==> config.mk <==
export PLATFORM = sky130hd
export DESIGN_NAME = mci_reg_exec
export DESIGN_NICKNAME = d
export VERILOG_FILES = /design/src/mci_pkg.sv /design/src/mci_reg_exec.sv
export SDC_FILE = /design/constraint.sdc
export NUM_CORES = 1
export LEC_CHECK = 0
export ABC_CLOCK_PERIOD_IN_PS = 2170
export BUFFER_PORTS_ARGS = -buffer_cell sky130_fd_sc_hd__clkbuf_2
export CAP_MARGIN = 25
export CORE_MARGIN = 5
export CORE_UTILIZATION = 35
export DETAILED_ROUTE_END_ITERATION = 6
export GPL_ROUTABILITY_DRIVEN = 0
export SLEW_MARGIN = 20
export SYNTH_ARGS = -nofsm -noshare
export SYNTH_HDL_FRONTEND = slang
export SYNTH_SLANG_ARGS = --single-unit
==> constraint.sdc <==
create_clock -name clk -period 2.17 [get_ports clk]
set_clock_uncertainty 0.05 [all_clocks]
set_input_delay 0.1085 -clock clk [delete_from_list [all_inputs] [get_ports clk]]
set_output_delay 0.1085 -clock clk [all_outputs]
set_load 0.005 [all_outputs]
==> src/mci_pkg.sv <==
// ======================================================================
// MCI subordinate shared definitions
// Bus widths, region codes, the two-way address union and the
// register map constants used by decode and both targets
// ======================================================================
`default_nettype none

package mci_pkg;

    // Bus widths
    localparam int MCI_ADDR_WIDTH = 32;
    localparam int MCI_DATA_WIDTH = 32;
    localparam int MCI_USER_WIDTH = 32;
    localparam int MCI_STRB_WIDTH = MCI_DATA_WIDTH / 8;

    typedef logic [MCI_ADDR_WIDTH-1:0] mci_addr_t;
    typedef logic [MCI_DATA_WIDTH-1:0] mci_data_t;
    typedef logic [MCI_STRB_WIDTH-1:0] mci_strb_t;
    typedef logic [MCI_USER_WIDTH-1:0] mci_user_t;

    // Target region of a request
    typedef enum logic [1:0] {
        REGION_REG  = 2'd0,
        REGION_SRAM = 2'd1,
        REGION_NONE = 2'd3
    } mci_region_e;

    // Register map, 16-byte window with privileged upper half
    localparam int                REG_IDX_WIDTH  = 2;
    localparam int                NUM_PRIV_REGS  = 2;
    localparam logic [15:0]       REG_BASE       = 16'h0000;
    localparam logic [15:0]       SRAM_BASE      = 16'h0001;
    localparam logic [REG_IDX_WIDTH-1:0] PRIV_REG_FIRST =
        REG_IDX_WIDTH'((2 ** REG_IDX_WIDTH) - NUM_PRIV_REGS);

    // Address as seen by the register block
    typedef struct packed {
        logic [15:0]              base;
        logic [11:0]              rsvd;
        logic [REG_IDX_WIDTH-1:0] reg_idx;
        logic [1:0]               byte_off;
    } mci_reg_addr_t;

    // Address as seen by the SRAM
    typedef struct packed {
        logic [15:0] base;
        logic [13:0] word_idx;
        logic [1:0]  byte_off;
    } mci_sram_addr_t;

    // Same address word, two decodings
    typedef union packed {
        mci_reg_addr_t  reg_view;
        mci_sram_addr_t sram_view;
    } mci_addr_u;

endpackage

`default_nettype wire

==> src/mci_reg_exec.sv <==
// ======================================================================
// MCI register block target
// Small bank of 32-bit registers, byte-writable under strobes,
// with a registered read one cycle after select
// ======================================================================
`timescale 1ns/1ns
`default_nettype none

module mci_reg_exec
    import mci_pkg::*;
#(
    parameter int NUM_REGS = 4
) (
    input  logic      clk,
    input  logic      rst,

    // From decode
    input  logic      reg_sel,
    input  logic      exec_write,
    input  mci_addr_u exec_addr,
    input  mci_data_t exec_wdata,
    input  mci_strb_t exec_wstrb,

    // To result stage
    output mci_data_t reg_rdata
);

    mci_data_t                regs [NUM_REGS];
    logic [REG_IDX_WIDTH-1:0] reg_idx;
    logic                     idx_ok;
    logic                     wr_en;
    logic                     rd_en;

    // Register view of the address word
    assign reg_idx = exec_addr.reg_view.reg_idx;

    // Index beyond the bank is ignored
    assign idx_ok = int'(reg_idx) < NUM_REGS;

    assign wr_en = reg_sel && exec_write && idx_ok;
    assign rd_en = reg_sel && !exec_write;

    // Register bank
    always_ff @(posedge clk) begin
        if (rst) begin
            for (int i = 0; i < NUM_REGS; i++) begin
                regs[i] <= '0;
            end
        end else if (wr_en) begin
            // Byte lanes merged under strobes
            for (int b = 0; b < MCI_STRB_WIDTH; b++) begin
                if (exec_wstrb[b]) begin
                    regs[reg_idx][b*8 +: 8] <= exec_wdata[b*8 +: 8];
                end
            end
        end
    end

    // Read data lands the cycle after select
    always_ff @(posedge clk) begin
        if (rd_en) begin
            if (idx_ok) begin
                reg_rdata <= regs[reg_idx];
            end else begin
                reg_rdata <= '0;
            end
        end
    end

    // Decode never selects a register outside the bank
    reg_idx_range_a: assert property (@(posedge clk) disable iff (rst)
        reg_sel |-> idx_ok);

endmodule

`default_nettype wire

==> summary.txt <==
Clock network
  • CTS tree: done
  • Worst-Skew Late Latency: 420 ps
  • CTS sink cnt: 160
  • Bufs on Longest Clock Path: 2
  • CTS Hold Bufs: 0
  • H-tree levels: 4
  • Root Buffer Master: clkbuf_16
  • Post-CTS sizing: 0
  • Clock slew at the register clock pins of the worst setup and hold paths: 60 ps
  • TritonCTS Buffers: 17
  • Total setup buffers inserted after CTS: 0

Global routing
  • GRT overflow: 0
  • Vias in the first global route: 4,549
  • Initial antenna violation count: 0
  • First-pass GRT wire length: 25,190 um
  • Largest net degree at the start of global routing: 86
  • Global Route Usage Sum: 14.73%

Logic synthesis
  • Synth Cell Area: 7019 um^2
  • Register area share after synthesis: 68.45%
  • Yosys warns: 0
  • Syn_nets: 505
  • Post-Syn Area per Cell: 16.21 um^2
  • Cells after Synth: 433
  • Yosys reg bits: 160
  • Distinct cells, synth: 21

Route
  • Initial DRC count: 342
  • Final wirelength: 16,020 um
  • Via/cell ratio: 5.382
  • Antenna Nets Post-Route: 0
  • DR pass1 iterations: 5
  • Via Count: 4,257
  • WL/cell: 20.25 um
  • DRC violations left: 0

Floorplan
  • Die ar.: 22,990 um^2
  • Core region area: 19,590 um^2
  • # rows: 51
  • Chip width: 151.6 um
  • Num ports: 104
  • Die Ht: 151.6 um
  • Starting density of the core: 35.83%

Timing
  • Worst Max-Slew Pin Slew: 681.1 ps
  • Final hold violation count: 0
  • Final Critical Period: 1407 ps
  • Max Slew Vio Count: 0
  • Setup TNS: 0 ps
  • Period Utilization, post-route: 64.85%
  • Endpoints failing setup: 0
  • Unrepaired setup endpoints after global routing: no
  • Slew Limit Headroom: 54.45%
  • Fmax: 710.6 MHz

Critical path
  • Critical Path Slowest Stage Cell: nand4b_2
  • Arrival @ worst endpoint: 1480 ps
  • Worst setup path end: regs[2][24]
  • Crit. End Element: register
  • Worst Setup Start Kind: primary input
  • Worst path bufs/invs: 2
  • CP max FO: 15
  • Crit path largest cell delay: 460 ps
  • Worst path depth: 4
  • Cell count of the worst reg-to-reg path: 1
  • R2r setup slk: 990 ps
  • Beginning of the critical path: exec_write
  • Worst path required time: 2250 ps
  • Crit path kind: in -> reg
  • Crit-path cells: clkbuf_2 -> nand4b_2 -> o31ai_1 -> buf_4
  • Delay-heaviest family, CP: buffers and inverters
  • Crit Reg-Reg Endpoint: reg_rdata[28]
  • RR Startpoint: regs[3][28]

Finish
  • Most common cell after layout, fill and taps aside: edfxtp_1
  • Core Util, Final: 42.77%
  • Most frequent cells in the layout: edfxtp_1 (160), nor4_1 (96), clkbuf_2 (73), buf_4 (41)
  • Antenna diode count: 0
  • Filler Cell Count: 1,778
  • Layout cells sized above 1: 34.22%
  • Nets: 589
  • Syn-to-layout area delta: 19.36%

Run status
  • Outcome: finished clean

Pwr
  • Pwr Density: 867.3 nW/um^2
  • Clk pwr share: 41.4%
  • Part of the power in registers: 50.5%
  • Leakage power: 2.733 nW
  • Switching share of power: 20.74%
  • Net Switching: 1.507 mW
  • Power Internal: 5.759 mW
  • Logic pwr share: 8.1%
  • VDD IR max: 0.6269 mV

Place
  • Buffers on Ports: 73
  • Hpwl dp: 10,100 um

Worst hold path
  • Hold Path Class: in -> reg

Job
  • Max Cap Viol: 0
## layout make-up
type	count	area, um^2	area share (%)
Clock inverter	7	138.9	1.658
Multi-Input combinational cell	221	1946	23.22
Tap cell	265	331.6	3.958
Sequential cell	160	4805	57.35
Inverter	1	3.754	0.04480
Timing Repair Buffer	116	713.2	8.513
Clock buffer	21	440.4	5.257
## sequential cells by signal (all words and copies together), names as in the netlist
name and count:
regs 128, reg_rdata 32
## per-stage QoR
stage | power, mW | hold slack, ps | area (um^2) | worst slack (ps) | instances
floorplan | 4.083 | 372.6 | 7022 | 276.9 | 433
global placement | 4.305 | 466.3 | 7799 | 393.7 | 763
finish | 7.266 | 65.43 | 8378 | 762.8 | 791
CTS | 7.316 | 53.65 | 8378 | 754.4 | 791
global route | 7.530 | 67.08 | 8378 | 635.9 | 791
detailed placement | 4.329 | 460.9 | 7799 | 303.8 | 763
## cells by family after synthesis
kind of cell | after synthesis | synth area share [%]
DFF | 160 | 68.45
and+or+nand+nor | 168 | 14.92
muxes | 32 | 10.27
buffers and inverters | 52 | 3.939
AOI/OAI and AO/OA | 21 | 2.424
## cells in the mapped netlist
cell type | n | share of area (%)
nor4_4 | 1 | 0.30
edfxtp_1 | 160 | 68
buf_6 | 3 | 0.48
buf_2 | 29 | 2.1
clkbuf_1 | 13 | 0.70
nand4bb_1 | 1 | 0.16
inv_1 | 1 | 0.053
a31oi_1 | 4 | 0.36
nand2_1 | 1 | 0.053
nand4b_2 | 2 | 0.43
a21oi_1 | 1 | 0.071
o31ai_1 | 12 | 1.3
nor3_1 | 32 | 2.3
a31oi_2 | 4 | 0.71
nor4_1 | 96 | 8.6
or4_1 | 1 | 0.11
buf_4 | 6 | 0.64
nand2b_1 | 32 | 2.9
mux4_2 | 32 | 10
nor2b_1 | 1 | 0.089
and2_1 | 1 | 0.089
## worst min-delay path, stage by stage
cell and delay (ps):
clkbuf_2 80, nand2b_1 120, nor3_1 60
## power by group through the flow
| stage | logic (mW) | registers (mW) | clock network (mW) |
|---|---|---|---|
| floorplan | 0.361 | 3.72 | 0 |
| global placement | 0.583 | 3.72 | 0 |
| detailed placement | 0.593 | 3.74 | 0 |
| CTS | 0.596 | 3.67 | 3.05 |
| global route | 0.640 | 3.69 | 3.20 |
| finish | 0.586 | 3.67 | 3.01 |
## how the worst min path moves through the flow
stage,from,to,depth (start not counted)
2_1_floorplan,reg_rdata[0],reg_rdata[0],0
3_3_place_gp,reg_rdata[13],reg_rdata[13],1
3_5_place_dp,reg_rdata[2],reg_rdata[2],1
4_1_cts,exec_wdata[31],regs[3][31],3
5_1_grt,exec_wdata[25],regs[3][25],3
6_report,exec_wdata[2],regs[3][2],3
## layer usage
layer,up-vias,wire length (um),GRT usage (%)
met5,-,0,0
met2,127,8052,23.54
met3,17,957,4.015
li1,1977,-,-
met1,2136,6734,19.15
met4,0,271,5.885
Power figures use the tool's default switching activity.
