$ cat config.mk
export PLATFORM = sky130hd
export DESIGN_NAME = mci_req_decode
export DESIGN_NICKNAME = d
export VERILOG_FILES = /design/src/mci_pkg.sv /design/src/mci_req_decode.sv
export SDC_FILE = /design/constraint.sdc
export NUM_CORES = 1
export LEC_CHECK = 0
export ABC_AREA = 1
export BUFFER_PORTS_ARGS = -buffer_cell sky130_fd_sc_hd__buf_2
export CORE_MARGIN = 2
export CORE_UTILIZATION = 30
export DETAILED_ROUTE_END_ITERATION = 16
export GPL_TIMING_DRIVEN = 0
export PLACE_DENSITY = 0.62
export SLEW_MARGIN = 20
export SYNTH_ARGS = -nofsm -noshare
export SYNTH_HDL_FRONTEND = slang
export SYNTH_SLANG_ARGS = --single-unit
$ cat constraint.sdc
create_clock -name clk -period 2.2 [get_ports clk]
set_clock_uncertainty 0.15 [all_clocks]
set_input_delay 0.66 -clock clk [delete_from_list [all_inputs] [get_ports clk]]
set_output_delay 0.66 -clock clk [all_outputs]
set_load 0.05 [all_outputs]
$ cat src/mci_pkg.sv
// ======================================================================
// MCI subordinate shared definitions
// Bus widths, region codes, the two-way address union and the
// register map constants used by decode and both targets
// ======================================================================
`default_nettype none

package mci_pkg;

    // Bus widths
    localparam int MCI_ADDR_WIDTH = 32;
    localparam int MCI_DATA_WIDTH = 32;
    localparam int MCI_USER_WIDTH = 32;
    localparam int MCI_STRB_WIDTH = MCI_DATA_WIDTH / 8;

    typedef logic [MCI_ADDR_WIDTH-1:0] mci_addr_t;
    typedef logic [MCI_DATA_WIDTH-1:0] mci_data_t;
    typedef logic [MCI_STRB_WIDTH-1:0] mci_strb_t;
    typedef logic [MCI_USER_WIDTH-1:0] mci_user_t;

    // Target region of a request
    typedef enum logic [1:0] {
        REGION_REG  = 2'd0,
        REGION_SRAM = 2'd1,
        REGION_NONE = 2'd3
    } mci_region_e;

    // Register map, 16-byte window with privileged upper half
    localparam int                REG_IDX_WIDTH  = 2;
    localparam int                NUM_PRIV_REGS  = 2;
    localparam logic [15:0]       REG_BASE       = 16'h0000;
    localparam logic [15:0]       SRAM_BASE      = 16'h0001;
    localparam logic [REG_IDX_WIDTH-1:0] PRIV_REG_FIRST =
        REG_IDX_WIDTH'((2 ** REG_IDX_WIDTH) - NUM_PRIV_REGS);

    // Address as seen by the register block
    typedef struct packed {
        logic [15:0]              base;
        logic [11:0]              rsvd;
        logic [REG_IDX_WIDTH-1:0] reg_idx;
        logic [1:0]               byte_off;
    } mci_reg_addr_t;

    // Address as seen by the SRAM
    typedef struct packed {
        logic [15:0] base;
        logic [13:0] word_idx;
        logic [1:0]  byte_off;
    } mci_sram_addr_t;

    // Same address word, two decodings
    typedef union packed {
        mci_reg_addr_t  reg_view;
        mci_sram_addr_t sram_view;
    } mci_addr_u;

endpackage

`default_nettype wire

$ cat src/mci_req_decode.sv
// ======================================================================
// MCI subordinate request decode
// Classifies each request into register, SRAM or unmapped space,
// enforces the privileged register write rule and flags privileged
// requesters, all registered one cycle ahead of the targets
// ======================================================================
`timescale 1ns/1ns
`default_nettype none

module mci_req_decode
    import mci_pkg::*;
#(
    parameter int SRAM_DEPTH = 256
) (
    input  logic      clk,
    input  logic      rst,

    // Incoming simplex request
    input  logic      req_dv,
    input  mci_addr_t req_addr,
    input  logic      req_write,
    input  mci_user_t req_user,
    input  mci_data_t req_wdata,
    input  mci_strb_t req_wstrb,

    // Privileged user straps
    input  mci_user_t strap_config_user,
    input  mci_user_t strap_lsu_user,

    // Execute stage
    output logic      exec_valid,
    output logic      reg_sel,
    output logic      sram_sel,
    output logic      exec_err,
    output logic      exec_write,
    output mci_addr_u exec_addr,
    output mci_data_t exec_wdata,
    output mci_strb_t exec_wstrb,

    // Privileged requester flags
    output logic      config_req,
    output logic      lsu_req
);

    // One extra bit so a full 14-bit index range still compares
    localparam logic [14:0] SRAM_WORDS = 15'(SRAM_DEPTH);

    mci_addr_u   req_addr_u;
    mci_region_e region;
    logic        priv_wr_err;
    logic        req_err;

    assign req_addr_u = req_addr;

    // Region from the union views
    always_comb begin
        region = REGION_NONE;
        if (req_addr_u.reg_view.base == REG_BASE && req_addr_u.reg_view.rsvd == '0) begin
            region = REGION_REG;
        end else if (req_addr_u.sram_view.base == SRAM_BASE &&
                     {1'b0, req_addr_u.sram_view.word_idx} < SRAM_WORDS) begin
            region = REGION_SRAM;
        end
    end

    // Upper register pair writable by the config user only, reads open
    assign priv_wr_err = (region == REGION_REG) && req_write &&
                         (req_addr_u.reg_view.reg_idx >= PRIV_REG_FIRST) &&
                         (req_user != strap_config_user);

    assign req_err = (region == REGION_NONE) || priv_wr_err;

    // Control, cleared on reset
    always_ff @(posedge clk) begin
        if (rst) begin
            exec_valid <= 1'b0;
            reg_sel    <= 1'b0;
            sram_sel   <= 1'b0;
            exec_err   <= 1'b0;
            exec_write <= 1'b0;
            config_req <= 1'b0;
            lsu_req    <= 1'b0;
        end else begin
            exec_valid <= req_dv;
            reg_sel    <= req_dv && (region == REGION_REG) && !priv_wr_err;
            sram_sel   <= req_dv && (region == REGION_SRAM);
            exec_err   <= req_dv && req_err;
            exec_write <= req_dv && req_write;
            config_req <= req_dv && (req_user == strap_config_user);
            lsu_req    <= req_dv && (req_user == strap_lsu_user);
        end
    end

    // Payload, captured with each request
    always_ff @(posedge clk) begin
        if (req_dv) begin
            exec_addr  <= req_addr_u;
            exec_wdata <= req_wdata;
            exec_wstrb <= req_wstrb;
        end
    end

    // At most one target per request
    sel_onehot_a: assert property (@(posedge clk) disable iff (rst)
        !(reg_sel && sram_sel));

    // Rejected requests reach no target
    err_no_sel_a: assert property (@(posedge clk) disable iff (rst)
        exec_err |-> !(reg_sel || sram_sel));

endmodule

`default_nettype wire

==> results by group <==
Clock tree
  • Post-CTS sizing: 2
  • Post-CTS setup buffers: 0
  • Max Buffers Root-to-Sink: 2
  • H-tree depth: 3
  • Post-CTS Hold Fix Bufs: 0
  • CTS root buf: clkbuf_8
  • CTS tree: built
  • Clk pin slew, worst setup/hold paths: 80 ps
  • Total CTS buffers: 9
  • CTS sink count: 75

Floorplan
  • Die width: 109 um
  • Ports: around 240
  • Die Footprint: approximately 12000 sq um
  • Core Region: 10800 sq um
  • Initial cell density of the core: 30.5%
  • Die height: 109 um
  • Row cnt: 38

Critical path
  • Max incr delay on CP: 390 ps
  • CP max FO: 70
  • Setup CP Type: in -> reg
  • Arrival time worst endpoint: 2140 ps
  • CP top delay family: simple AND/OR/NAND/NOR gates
  • Crit-path cells: buf_8 > nand2_1 > a21oi_1 > o221ai_1 > nor3_1 > nand3_1 > nor2_1
  • Crit path required time: 2320 ps
  • CP startpoint kind: input port
  • Setup crit end kind: flip-flop
  • CP max-delay cell: buf_8
  • Buf/Inv on CP: 1

Drt
  • Total wire length: 9.59 mm
  • Number of vias per cell: ~4.3
  • Routed vias: 3024
  • DRC Markers: 0
  • Routed len/inst: between 10 and 15 um
  • TritonRoute pass-1 iters: 4
  • Final ANT Viol Nets: 0
  • DR iter-0 viols: 85

Synth
  • Simple-gate share of the synthesized area: 17.1%
  • Synth Cell Area: 3290 sq um
  • Synth Flop Type: edfxtp_1
  • Yosys top cell area share: 62.0%
  • Post-synth EDFFs: 68
  • Number of cells produced by synthesis: between 300 and 400
  • Number of distinct library cells after synthesis: 24
  • XOR/XNOR Fraction of Synth Area: 7.45%
  • Largest family of logic cells by synthesized area: simple AND/OR/NAND/NOR gates
  • Post-synth ARST share: 0%
  • Area leader, netlist: edfxtp_1
  • Post-synthesis mux area share: 0%
  • Synth area leaders: edfxtp_1 62%, nand2_1 9.5%, xnor2_1 6.1%
  • Synth warn: 0
  • Syn nets: 471
  • Avg Cell Area, Syn: between 10 and 15 sq um
  • Sequential share of the synthesized area: between 60% and 70%
  • Most common cell in the netlist: nand2_1
  • Synth Area in Compound Gates: 4.86%
  • Most frequent cells after synthesis: 83 x nand2_1, 68 x edfxtp_1, 38 x inv_1
  • Adder-cell share of the synthesized area: 0%
  • #FFs+latches synth: 75

Timing
  • Final WS setup: 183 ps
  • Final Hold Fails: 0
  • Final Slew Violations: 0
  • Sum Neg Setup Slack: 0 ps
  • Fmax: 496 MHz
  • Fin crit period: roughly 2000 ps
  • Worst-Margin Slew: 507 ps
  • Final worst-path cycle share: between 90% and 100%
  • RSZ-0062 raised after global routing: no
  • Hold_ws: 340 ps
  • Final setup fails: 0
  • Slew margin rel.: 66.2%

Placed design
  • Place WS: -604 ps
  • RePlAce Congestion: a little over 0.8
  • # port buffers: approximately 240
  • HPWL after DPL: 8.26 mm

Worst hold path
  • HP Class: in -> reg

Power
  • P_leak: between 2 and 2.5 nW
  • Peak supply drop: about 400 uV
  • Pwr per Cell Area: around 740 nW/um^2

Global route
  • Initial antenna violation count: 0
  • Number of global-route vias before repair: slightly below 3000
  • Largest net degree at the start of global routing: approximately 70
  • Total Routing Usage GR: 15.7%
  • Gr ovfl total: 0
  • First-pass GRT wire length: 13.7 mm

Finish
  • Area Overhead vs Synth: 48.7%
  • Layout cells sized above 1: 46.5%
  • Nets: 724
  • ANT cells: 0
  • FILL cells: 1047

Flow run
  • Max_cap viols: 0

Run status
  • Status: finished clean
==> kinds of logic (layout without fill, tap and decap cells) <==
family          Yosys count  after routing
flops                    75             75
compound gates           26             26
buf+inv                  38            296
xor+xnor                 28             28
simple gates            136            136
==> report_power, final <==
part	switching (mW)	internal, mW	total, mW
registers	0.0250	1.67	1.69
clock network	0.467	0.636	1.10
logic	0.582	0.249	0.831
total	1.07	2.55	3.63
==> flip-flops by register name, indices dropped and copies added, names as in the netlist <==
name        count
config_req      1
exec_addr      32
exec_err        1
exec_valid      1
exec_wdata     32
exec_write      1
exec_wstrb      4
lsu_req         1
reg_sel         1
sram_sel        1
==> path summary, 6_finish.rpt <==
check	end	cells after the start	slack (ps)	from
setup / recovery	lsu_req	7	180	req_dv
hold / removal	exec_wdata[4]	1	340	req_wdata[4]
==> placed cells by master (no fill, tap or decap), types with 2 or more instances in the layout <==
cell	Yosys	routed
clkbuf_8	0	9
bufinv_16	0	2
a21oi_1	4	4
a22o_1	3	3
xor2_1	5	5
nor3_1	3	3
nor4_1	2	2
xnor2_1	23	23
edfxtp_1	68	68
buf_2	0	241
inv_1	38	38
clkbuf_1	0	2
dfxtp_1	7	7
o22ai_1	6	6
nand2_1	83	83
a221oi_1	2	2
o21ai_0	10	10
or2_1	3	3
nor2_1	37	37
==> layer usage <==
layer	wire length (um)	part of all wire, %	vias up	track usage [%]
met2	5110	53	174	31.2
met1	3440	36	1333	15.3
met5	0	0	-	0
li1	-	-	1508	-
met3	915	9.5	9	4.06
met4	121	1.3	0	6.04
==> final cells by class <==
type	instances	area, sq um	area share (%)
multi-input combinational	190	968	19.8
tap	140	175	3.58
inverter	38	143	2.91
clock inverter	5	77.6	1.58
timing repair buffer	242	1220	24.9
sequential	75	2180	44.5
clock buffer	11	131	2.68
==> per-stage QoR <==
| step | power (mW) | cell area (sq um) | std cells | utilization [%] |
|---|---|---|---|---|
| final | 3.63 | 4900 | 701 | 45.4 |
| after global routing | 3.79 | 4900 | 701 | 45.4 |
| after CTS | 3.67 | 4900 | 701 | 45.4 |
| after detailed placement | 2.57 | 4680 | 685 | 43.4 |
| after global placement | 2.55 | 4680 | 685 | 43.4 |
| after floorplan | 2.23 | 3290 | 303 | - |
(Power assumes the default switching activity.)
