$ cat src/mci_pkg.sv
// ======================================================================
// MCI subordinate shared definitions
// Bus widths, region codes, the two-way address union and the
// register map constants used by decode and both targets
// ======================================================================
`default_nettype none

package mci_pkg;

    // Bus widths
    localparam int MCI_ADDR_WIDTH = 32;
    localparam int MCI_DATA_WIDTH = 32;
    localparam int MCI_USER_WIDTH = 32;
    localparam int MCI_STRB_WIDTH = MCI_DATA_WIDTH / 8;

    typedef logic [MCI_ADDR_WIDTH-1:0] mci_addr_t;
    typedef logic [MCI_DATA_WIDTH-1:0] mci_data_t;
    typedef logic [MCI_STRB_WIDTH-1:0] mci_strb_t;
    typedef logic [MCI_USER_WIDTH-1:0] mci_user_t;

    // Target region of a request
    typedef enum logic [1:0] {
        REGION_REG  = 2'd0,
        REGION_SRAM = 2'd1,
        REGION_NONE = 2'd3
    } mci_region_e;

    // Register map, 16-byte window with privileged upper half
    localparam int                REG_IDX_WIDTH  = 2;
    localparam int                NUM_PRIV_REGS  = 2;
    localparam logic [15:0]       REG_BASE       = 16'h0000;
    localparam logic [15:0]       SRAM_BASE      = 16'h0001;
    localparam logic [REG_IDX_WIDTH-1:0] PRIV_REG_FIRST =
        REG_IDX_WIDTH'((2 ** REG_IDX_WIDTH) - NUM_PRIV_REGS);

    // Address as seen by the register block
    typedef struct packed {
        logic [15:0]              base;
        logic [11:0]              rsvd;
        logic [REG_IDX_WIDTH-1:0] reg_idx;
        logic [1:0]               byte_off;
    } mci_reg_addr_t;

    // Address as seen by the SRAM
    typedef struct packed {
        logic [15:0] base;
        logic [13:0] word_idx;
        logic [1:0]  byte_off;
    } mci_sram_addr_t;

    // Same address word, two decodings
    typedef union packed {
        mci_reg_addr_t  reg_view;
        mci_sram_addr_t sram_view;
    } mci_addr_u;

endpackage

`default_nettype wire

$ cat src/mci_resp_mux.sv
// ======================================================================
// MCI response stage
// Delays execute control one cycle to meet the target read data,
// steers the selected target's data and pulses the response
// ======================================================================
`timescale 1ns/1ns
`default_nettype none

module mci_resp_mux
    import mci_pkg::*;
(
    input  logic      clk,
    input  logic      rst,

    // Execute control from decode
    input  logic      exec_valid,
    input  logic      reg_sel,
    input  logic      sram_sel,
    input  logic      exec_err,
    input  logic      exec_write,

    // Target read data
    input  mci_data_t reg_rdata,
    input  mci_data_t sram_rdata,

    // Response
    output logic      resp_dv,
    output mci_data_t resp_rdata,
    output logic      resp_err
);

    logic reg_sel_q;
    logic sram_sel_q;
    logic write_q;

    // Control aligned with target data
    always_ff @(posedge clk) begin
        if (rst) begin
            resp_dv    <= 1'b0;
            resp_err   <= 1'b0;
            reg_sel_q  <= 1'b0;
            sram_sel_q <= 1'b0;
            write_q    <= 1'b0;
        end else begin
            resp_dv    <= exec_valid;
            resp_err   <= exec_valid && exec_err;
            reg_sel_q  <= reg_sel;
            sram_sel_q <= sram_sel;
            write_q    <= exec_write;
        end
    end

    // Zero data on writes and errors
    always_comb begin
        resp_rdata = '0;
        if (!write_q && !resp_err) begin
            if (reg_sel_q) begin
                resp_rdata = reg_rdata;
            end else if (sram_sel_q) begin
                resp_rdata = sram_rdata;
            end
        end
    end

    // Target data only reaches a valid error-free response
    sel_ok_resp_a: assert property (@(posedge clk) disable iff (rst)
        (reg_sel_q || sram_sel_q) |-> (resp_dv && !resp_err));

endmodule

`default_nettype wire

$ cat config.mk
export PLATFORM = sky130hd
export DESIGN_NAME = mci_resp_mux
export DESIGN_NICKNAME = d
export VERILOG_FILES = /design/src/mci_pkg.sv /design/src/mci_resp_mux.sv
export SDC_FILE = /design/constraint.sdc
export NUM_CORES = 1
export LEC_CHECK = 0
export BUFFER_PORTS_ARGS = -buffer_cell sky130_fd_sc_hd__buf_2
export CAP_MARGIN = 10
export CELL_PAD_IN_SITES_DETAIL_PLACEMENT = 1
export CELL_PAD_IN_SITES_GLOBAL_PLACEMENT = 1
export CORE_ASPECT_RATIO = 2
export CORE_MARGIN = 1
export CORE_UTILIZATION = 21
export CTS_CLUSTER_DIAMETER = 40
export DETAILED_ROUTE_END_ITERATION = 12
export GPL_TIMING_DRIVEN = 0
export PLACE_DENSITY = 0.91
export SLEW_MARGIN = 0
export SYNTH_ARGS = -nofsm -noshare
export SYNTH_HDL_FRONTEND = slang
export SYNTH_SLANG_ARGS = --single-unit
$ cat constraint.sdc
create_clock -name clk -period 1.7 [get_ports clk]
set_clock_uncertainty 0.2 [all_clocks]
set_input_delay 0 -clock clk [delete_from_list [all_inputs] [get_ports clk]]
set_output_delay 0 -clock clk [all_outputs]
set_load 0.01 [all_outputs]
==> flow_summary.json, run 1 <==
{
  "status": "completed",
  "yosysSeqAreaShare": 0.115,
  "hpwlAfterDp_um": 2870,
  "ys_types": 10,
  "h-tree-depth": 1,
  "drive_gt1_frac": 0.640,
  "max_cap_violations": 0,
  "syn_nets": 192,
  "drc": 0,
  "ir_worst_vdd_mv": 0.449,
  "synthFlopType": "dfxtp_1",
  "powerDensity_nw_per_um2": 437,
  "rows": 32,
  "start_util": 0.222,
  "fin_crit_sh": 0.926,
  "viasPerCell": 4.54,
  "synth_warnings": 0,
  "hold_viol_final": 0,
  "worstMarginPinSlew_ns": 0.196,
  "num_io_pins": 105,
  "core_area_um2": 3920,
  "grt_pass1_vias": 1321,
  "synth_common_cells": "nand2_1 (32), nand3b_1 (32), a21oi_2 (30)",
  "worstSetupEndpointType": "register",
  "yosys.area.top_type": "a21oi_2",
  "syn_inst": 121,
  "rsz0062_at_grt": "no",
  "clkTransAtPathRegs_ns": 0.03,
  "dieWidth_um": 47.6,
  "portBuffers": 104,
  "vias": 1303,
  "min_period_ns": 1.57,
  "setup_tns_ns": 0,
  "grt_pass1_wl_um": 5450,
  "syn_area_per_cell_um2": 7.21,
  "fmax_mhz": 635,
  "setup_violations": 0,
  "synth_area_leaders": "a21oi_2 (30%), nand3b_1 (28%), nand2_1 (14%), dfxtp_1 (11%), buf_6 (6.5%)",
  "maxSlewHeadroom": 0.869,
  "cts-buffers-inserted": 3,
  "hold_start": "reg_rdata[31]",
  "cpMostUsedCell": "dlygate4sd3_1",
  "cp_max_fo": 2,
  "worstPathRequired_ns": 1.61,
  "clock_path_buffers": 2,
  "totalPowerFinal_uw": 687,
  "drt_first_pass_iters": 4,
  "ctsResizeCount": 0,
  "cts_sinks": 5,
  "syn_area_um2": 872,
  "dieArea_um2": 4430,
  "cts_tree": "yes",
  "drt_iter0_markers": 4,
  "antenna_found_initial": 0,
  "whs_ns": 0.130,
  "min_path_cells": 4,
  "overflow": 0,
  "cp-start-kind": "input pin",
  "async_flop_share": 0,
  "p_leak_uw": 0.000768,
  "wl_per_cell_um": 12.9,
  "grt_max_degree": 11,
  "nets": 308,
  "slew_viol_final": 0,
  "synth_top_area_frac": 0.301,
  "cp_slowest_cell": "dlygate4sd3_1",
  "cp_cell_sequence": "dlygate4sd3_1 > buf_2 > nor2b_1 > and2_1 > dlygate4sd3_1",
  "gp_congestion": 0.687,
  "worstPathArrival_ns": 1.48,
  "slowest_delay_ns": 0.54,
  "area_growth_syn_to_layout_pct": 80.2,
  "crit_type": "in -> reg",
  "fin_util": 0.401,
  "antenna_left": 0,
  "finalWirelength_um": 3710,
  "hold_path.class": "in -> out",
  "hold_end": "resp_rdata[31]",
  "die_h_um": 93.1,
  "grt_usage": 0.166,
  "cts_root_buffer": "clkbuf_8",
  "synth-edff-count": 0,
  "antenna_cells": 0,
  "post-cts-setup-buffers": 0,
  "ys_ff_latch": 5
}
[repair_timing]
action / CTS / global route
hold buffers: 7 / 0
endpoints found under the setup margin: 0 / 0
hold endpoints to repair: 5 / 0
[state kept, by name (all words and copies together), names as in the netlist]
name	flops
resp_dv	1
sram_sel_q	1
resp_err	1
reg_sel_q	1
write_q	1
[logic make-up (layout without fill, tap and decap cells)]
kind of cell | count (synthesis) | after routing | synth area share
flops | 5 | 5 | 0.115
simple gates | 70 | 70 | 0.456
compound gates | 32 | 32 | 0.313
buf+inv | 14 | 129 | 0.116
[per-stage QoR]
step | setup WS, ns | area (um^2) | cells
after floorplan | 0.538 | 872 | 121
after global placement | 0.446 | 1460 | 276
after detailed placement | 0.415 | 1460 | 276
after CTS | 0.159 | 1570 | 287
after global routing | 0.0755 | 1570 | 287
final | 0.126 | 1570 | 287
[report_power, final]
group	switching, uW	leakage [uW]	internal, uW
clock	63.6	0.0000228	161
combinational	163	0.000703	172
sequential	2.79	0.0000416	124
total	230	0.000768	458
[per-layer routing]
layer	up-vias	GRT usage	wire length, um
met1	586	0.149	1280
met5	-	0	0
met2	64	0.324	2130
met4	0	0.0741	88
met3	10	0.0270	214
li1	643	-	-
[how the worst max path moves through the flow]
stage	from	to	slack (ns)	depth (start not counted)
floorplan	resp_err$_SDFF_PP0_	resp_rdata[10]	0.54	4
global placement	reg_sel_q$_SDFF_PP0_	resp_rdata[12]	0.45	5
detailed placement	reg_sel_q$_SDFF_PP0_	resp_rdata[12]	0.41	5
CTS	exec_valid	resp_err$_SDFF_PP0_	0.16	5
global route	exec_valid	resp_err$_SDFF_PP0_	0.08	5
finish	exec_valid	resp_err$_SDFF_PP0_	0.13	5
[cells in the final DEF (no fill, tap or decap), drive strengths merged]
master	count
dlygate4sd3	7
nand3b	32
nor2b	4
a21oi	32
and2	1
dfxtp	5
buf	118
nand2	32
or2	1
clkbuf	4
[layout make-up]
| type | instances | area (um^2) |
|---|---|---|
| Multi-Input combinational cell | 102 | 671 |
| Tap cell | 51 | 63.8 |
| Timing Repair Buffer | 111 | 591 |
| Sequential cell | 5 | 100 |
| Clock buffer | 4 | 45.0 |
| Fill cell | 549 | 2350 |
| Buffer | 14 | 101 |
[worst max-delay path, delay by kind of cell]
family | cells | cell delay [ns]
buffers and inverters | 3 | 1.20
AND/OR/NAND/NOR | 2 | 0.27
(Power assumes the default switching activity.)
==> run 2: changes to the inputs <==
- REMOVE_ABC_BUFFERS: default -> 1
==> flow_summary.json, run 2 (same netlist as run 1, synthesis figures left out) <==
{
  "fin_cells": 274,
  "portBuffers": 104,
  "worstSetupEndpointType": "register",
  "viasPerCell": 4.59,
  "final_area_um2": 1500,
  "min_path_cells": 4,
  "cp_top_family": "buffers and inverters",
  "wl_per_cell_um": 13.4,
  "cts-buffers-inserted": 3,
  "rsz0062_at_grt": "no",
  "fin_util": 0.383,
  "overflow": 0,
  "final_common_cell": "buf_2",
  "grt_pass1_wl_um": 5370,
  "p_leak_uw": 0.000706,
  "setup_violations": 0,
  "post-cts-setup-buffers": 0,
  "die_h_um": 93.1,
  "worstPathRequired_ns": 1.60,
  "crit_type": "in -> reg",
  "powerDensity_nw_per_um2": 439,
  "hold_viol_final": 0,
  "slowest_delay_ns": 0.55,
  "drt_iter0_markers": 7,
  "clkTransAtPathRegs_ns": 0.03,
  "cts_root_buffer": "clkbuf_8",
  "drt_first_pass_iters": 3,
  "cp_max_fo": 2,
  "drc": 0,
  "antenna_left": 0,
  "dieWidth_um": 47.6,
  "path_buf_inv": 3,
  "cp_cell_sequence": "dlygate4sd3_1 > buf_2 > nor2b_1 > and2_1 > dlygate4sd3_1",
  "worstMarginPinSlew_ns": 0.510,
  "status": "completed",
  "vias": 1257,
  "num_io_pins": 105,
  "gp_congestion": 0.692,
  "ir_worst_vdd_mv": 0.457,
  "grt_pass1_vias": 1286,
  "cp_slowest_cell": "dlygate4sd3_1",
  "antenna_found_initial": 0,
  "finalWirelength_um": 3670,
  "cp-start-kind": "input pin",
  "cts_tree": "yes",
  "rows": 32,
  "dieArea_um2": 4430,
  "fill_cells": 540,
  "fmax_mhz": 639,
  "grt_max_degree": 65,
  "drive_gt1_frac": 0.637,
  "core_area_um2": 3920,
  "min_period_ns": 1.56,
  "place_inst": 263,
  "h-tree-depth": 1,
  "max_cap_violations": 0,
  "hold_path.class": "in -> out",
  "cts_sinks": 5,
  "start_util": 0.222,
  "area_growth_syn_to_layout_pct": 72.3,
  "setup_tns_ns": 0,
  "fin_crit_sh": 0.920,
  "slew_viol_final": 0,
  "cpMostUsedCell": "dlygate4sd3_1",
  "whs_ns": 0.132,
  "maxSlewHeadroom": 0.660,
  "nets": 295,
  "final_cell_mix": "buf_2 (104), nand3b_1 (32), nand2_1 (31)",
  "clock_path_buffers": 2,
  "hpwlAfterDp_um": 2650,
  "grt_usage": 0.165,
  "post_dp_cell_area_um2": 1380,
  "worstPathArrival_ns": 1.47,
  "cp.depth": 5,
  "antenna_cells": 0
}
[run 2: cell count changes in the layout (fill, tap and decap cells not counted)]
cell,before,now
or2_1,1,0
or2_4,0,1
nand2_1,32,31
buf_12,0,1
dfxtp_1,5,3
nand2_2,0,1
buf_2,113,104
dfxtp_4,0,2
buf_6,5,0
[run 2: path summary, 6_finish.rpt]
path	startpoint	slack, ns	to
worst max-delay path	exec_valid	0.14	resp_err$_SDFF_PP0_
worst min-delay path	reg_rdata[0]	0.13	resp_rdata[0]
[run 2: repair_timing]
item                                    CTS  global route
endpoints found under the setup margin   32            32
hold buffers                              7             0
hold endpoints to repair                  5             0
gates resized for setup                   2             3
[run 2: power by group]
part	leakage (uW)	internal (uW)	total (uW)	switching, uW
Sequential	0.0000427	123	153	30.0
Clock	0.0000228	161	218	57.4
Combinational	0.000640	157	289	131
[run 2: final cells by class]
type / count / area [um^2] / area share
repair buffers: 112 / 611 / 0.406
well taps: 51 / 63.8 / 0.0425
clock buffers: 4 / 45.0 / 0.0300
multi-input cells: 102 / 676 / 0.450
flip-flops and latches: 5 / 108 / 0.0716
[run 2: routing by layer]
layer  vias to the layer above  track usage  wire, um
li1                        616            -         -
met4                         0       0.0556        57
met1                       575        0.130      1130
met5                         -            0         0
met2                        58        0.346      2280
met3                         8       0.0270       207
[run 2: stage by stage]
step           setup slack (ns)  total power, uW
3_3_place_gp             -0.489              419
5_1_grt                  0.0341              710
3_5_place_dp             -0.185              436
6_report                  0.135              660
4_1_cts                  0.0253              666
2_1_floorplan           -0.0535              279
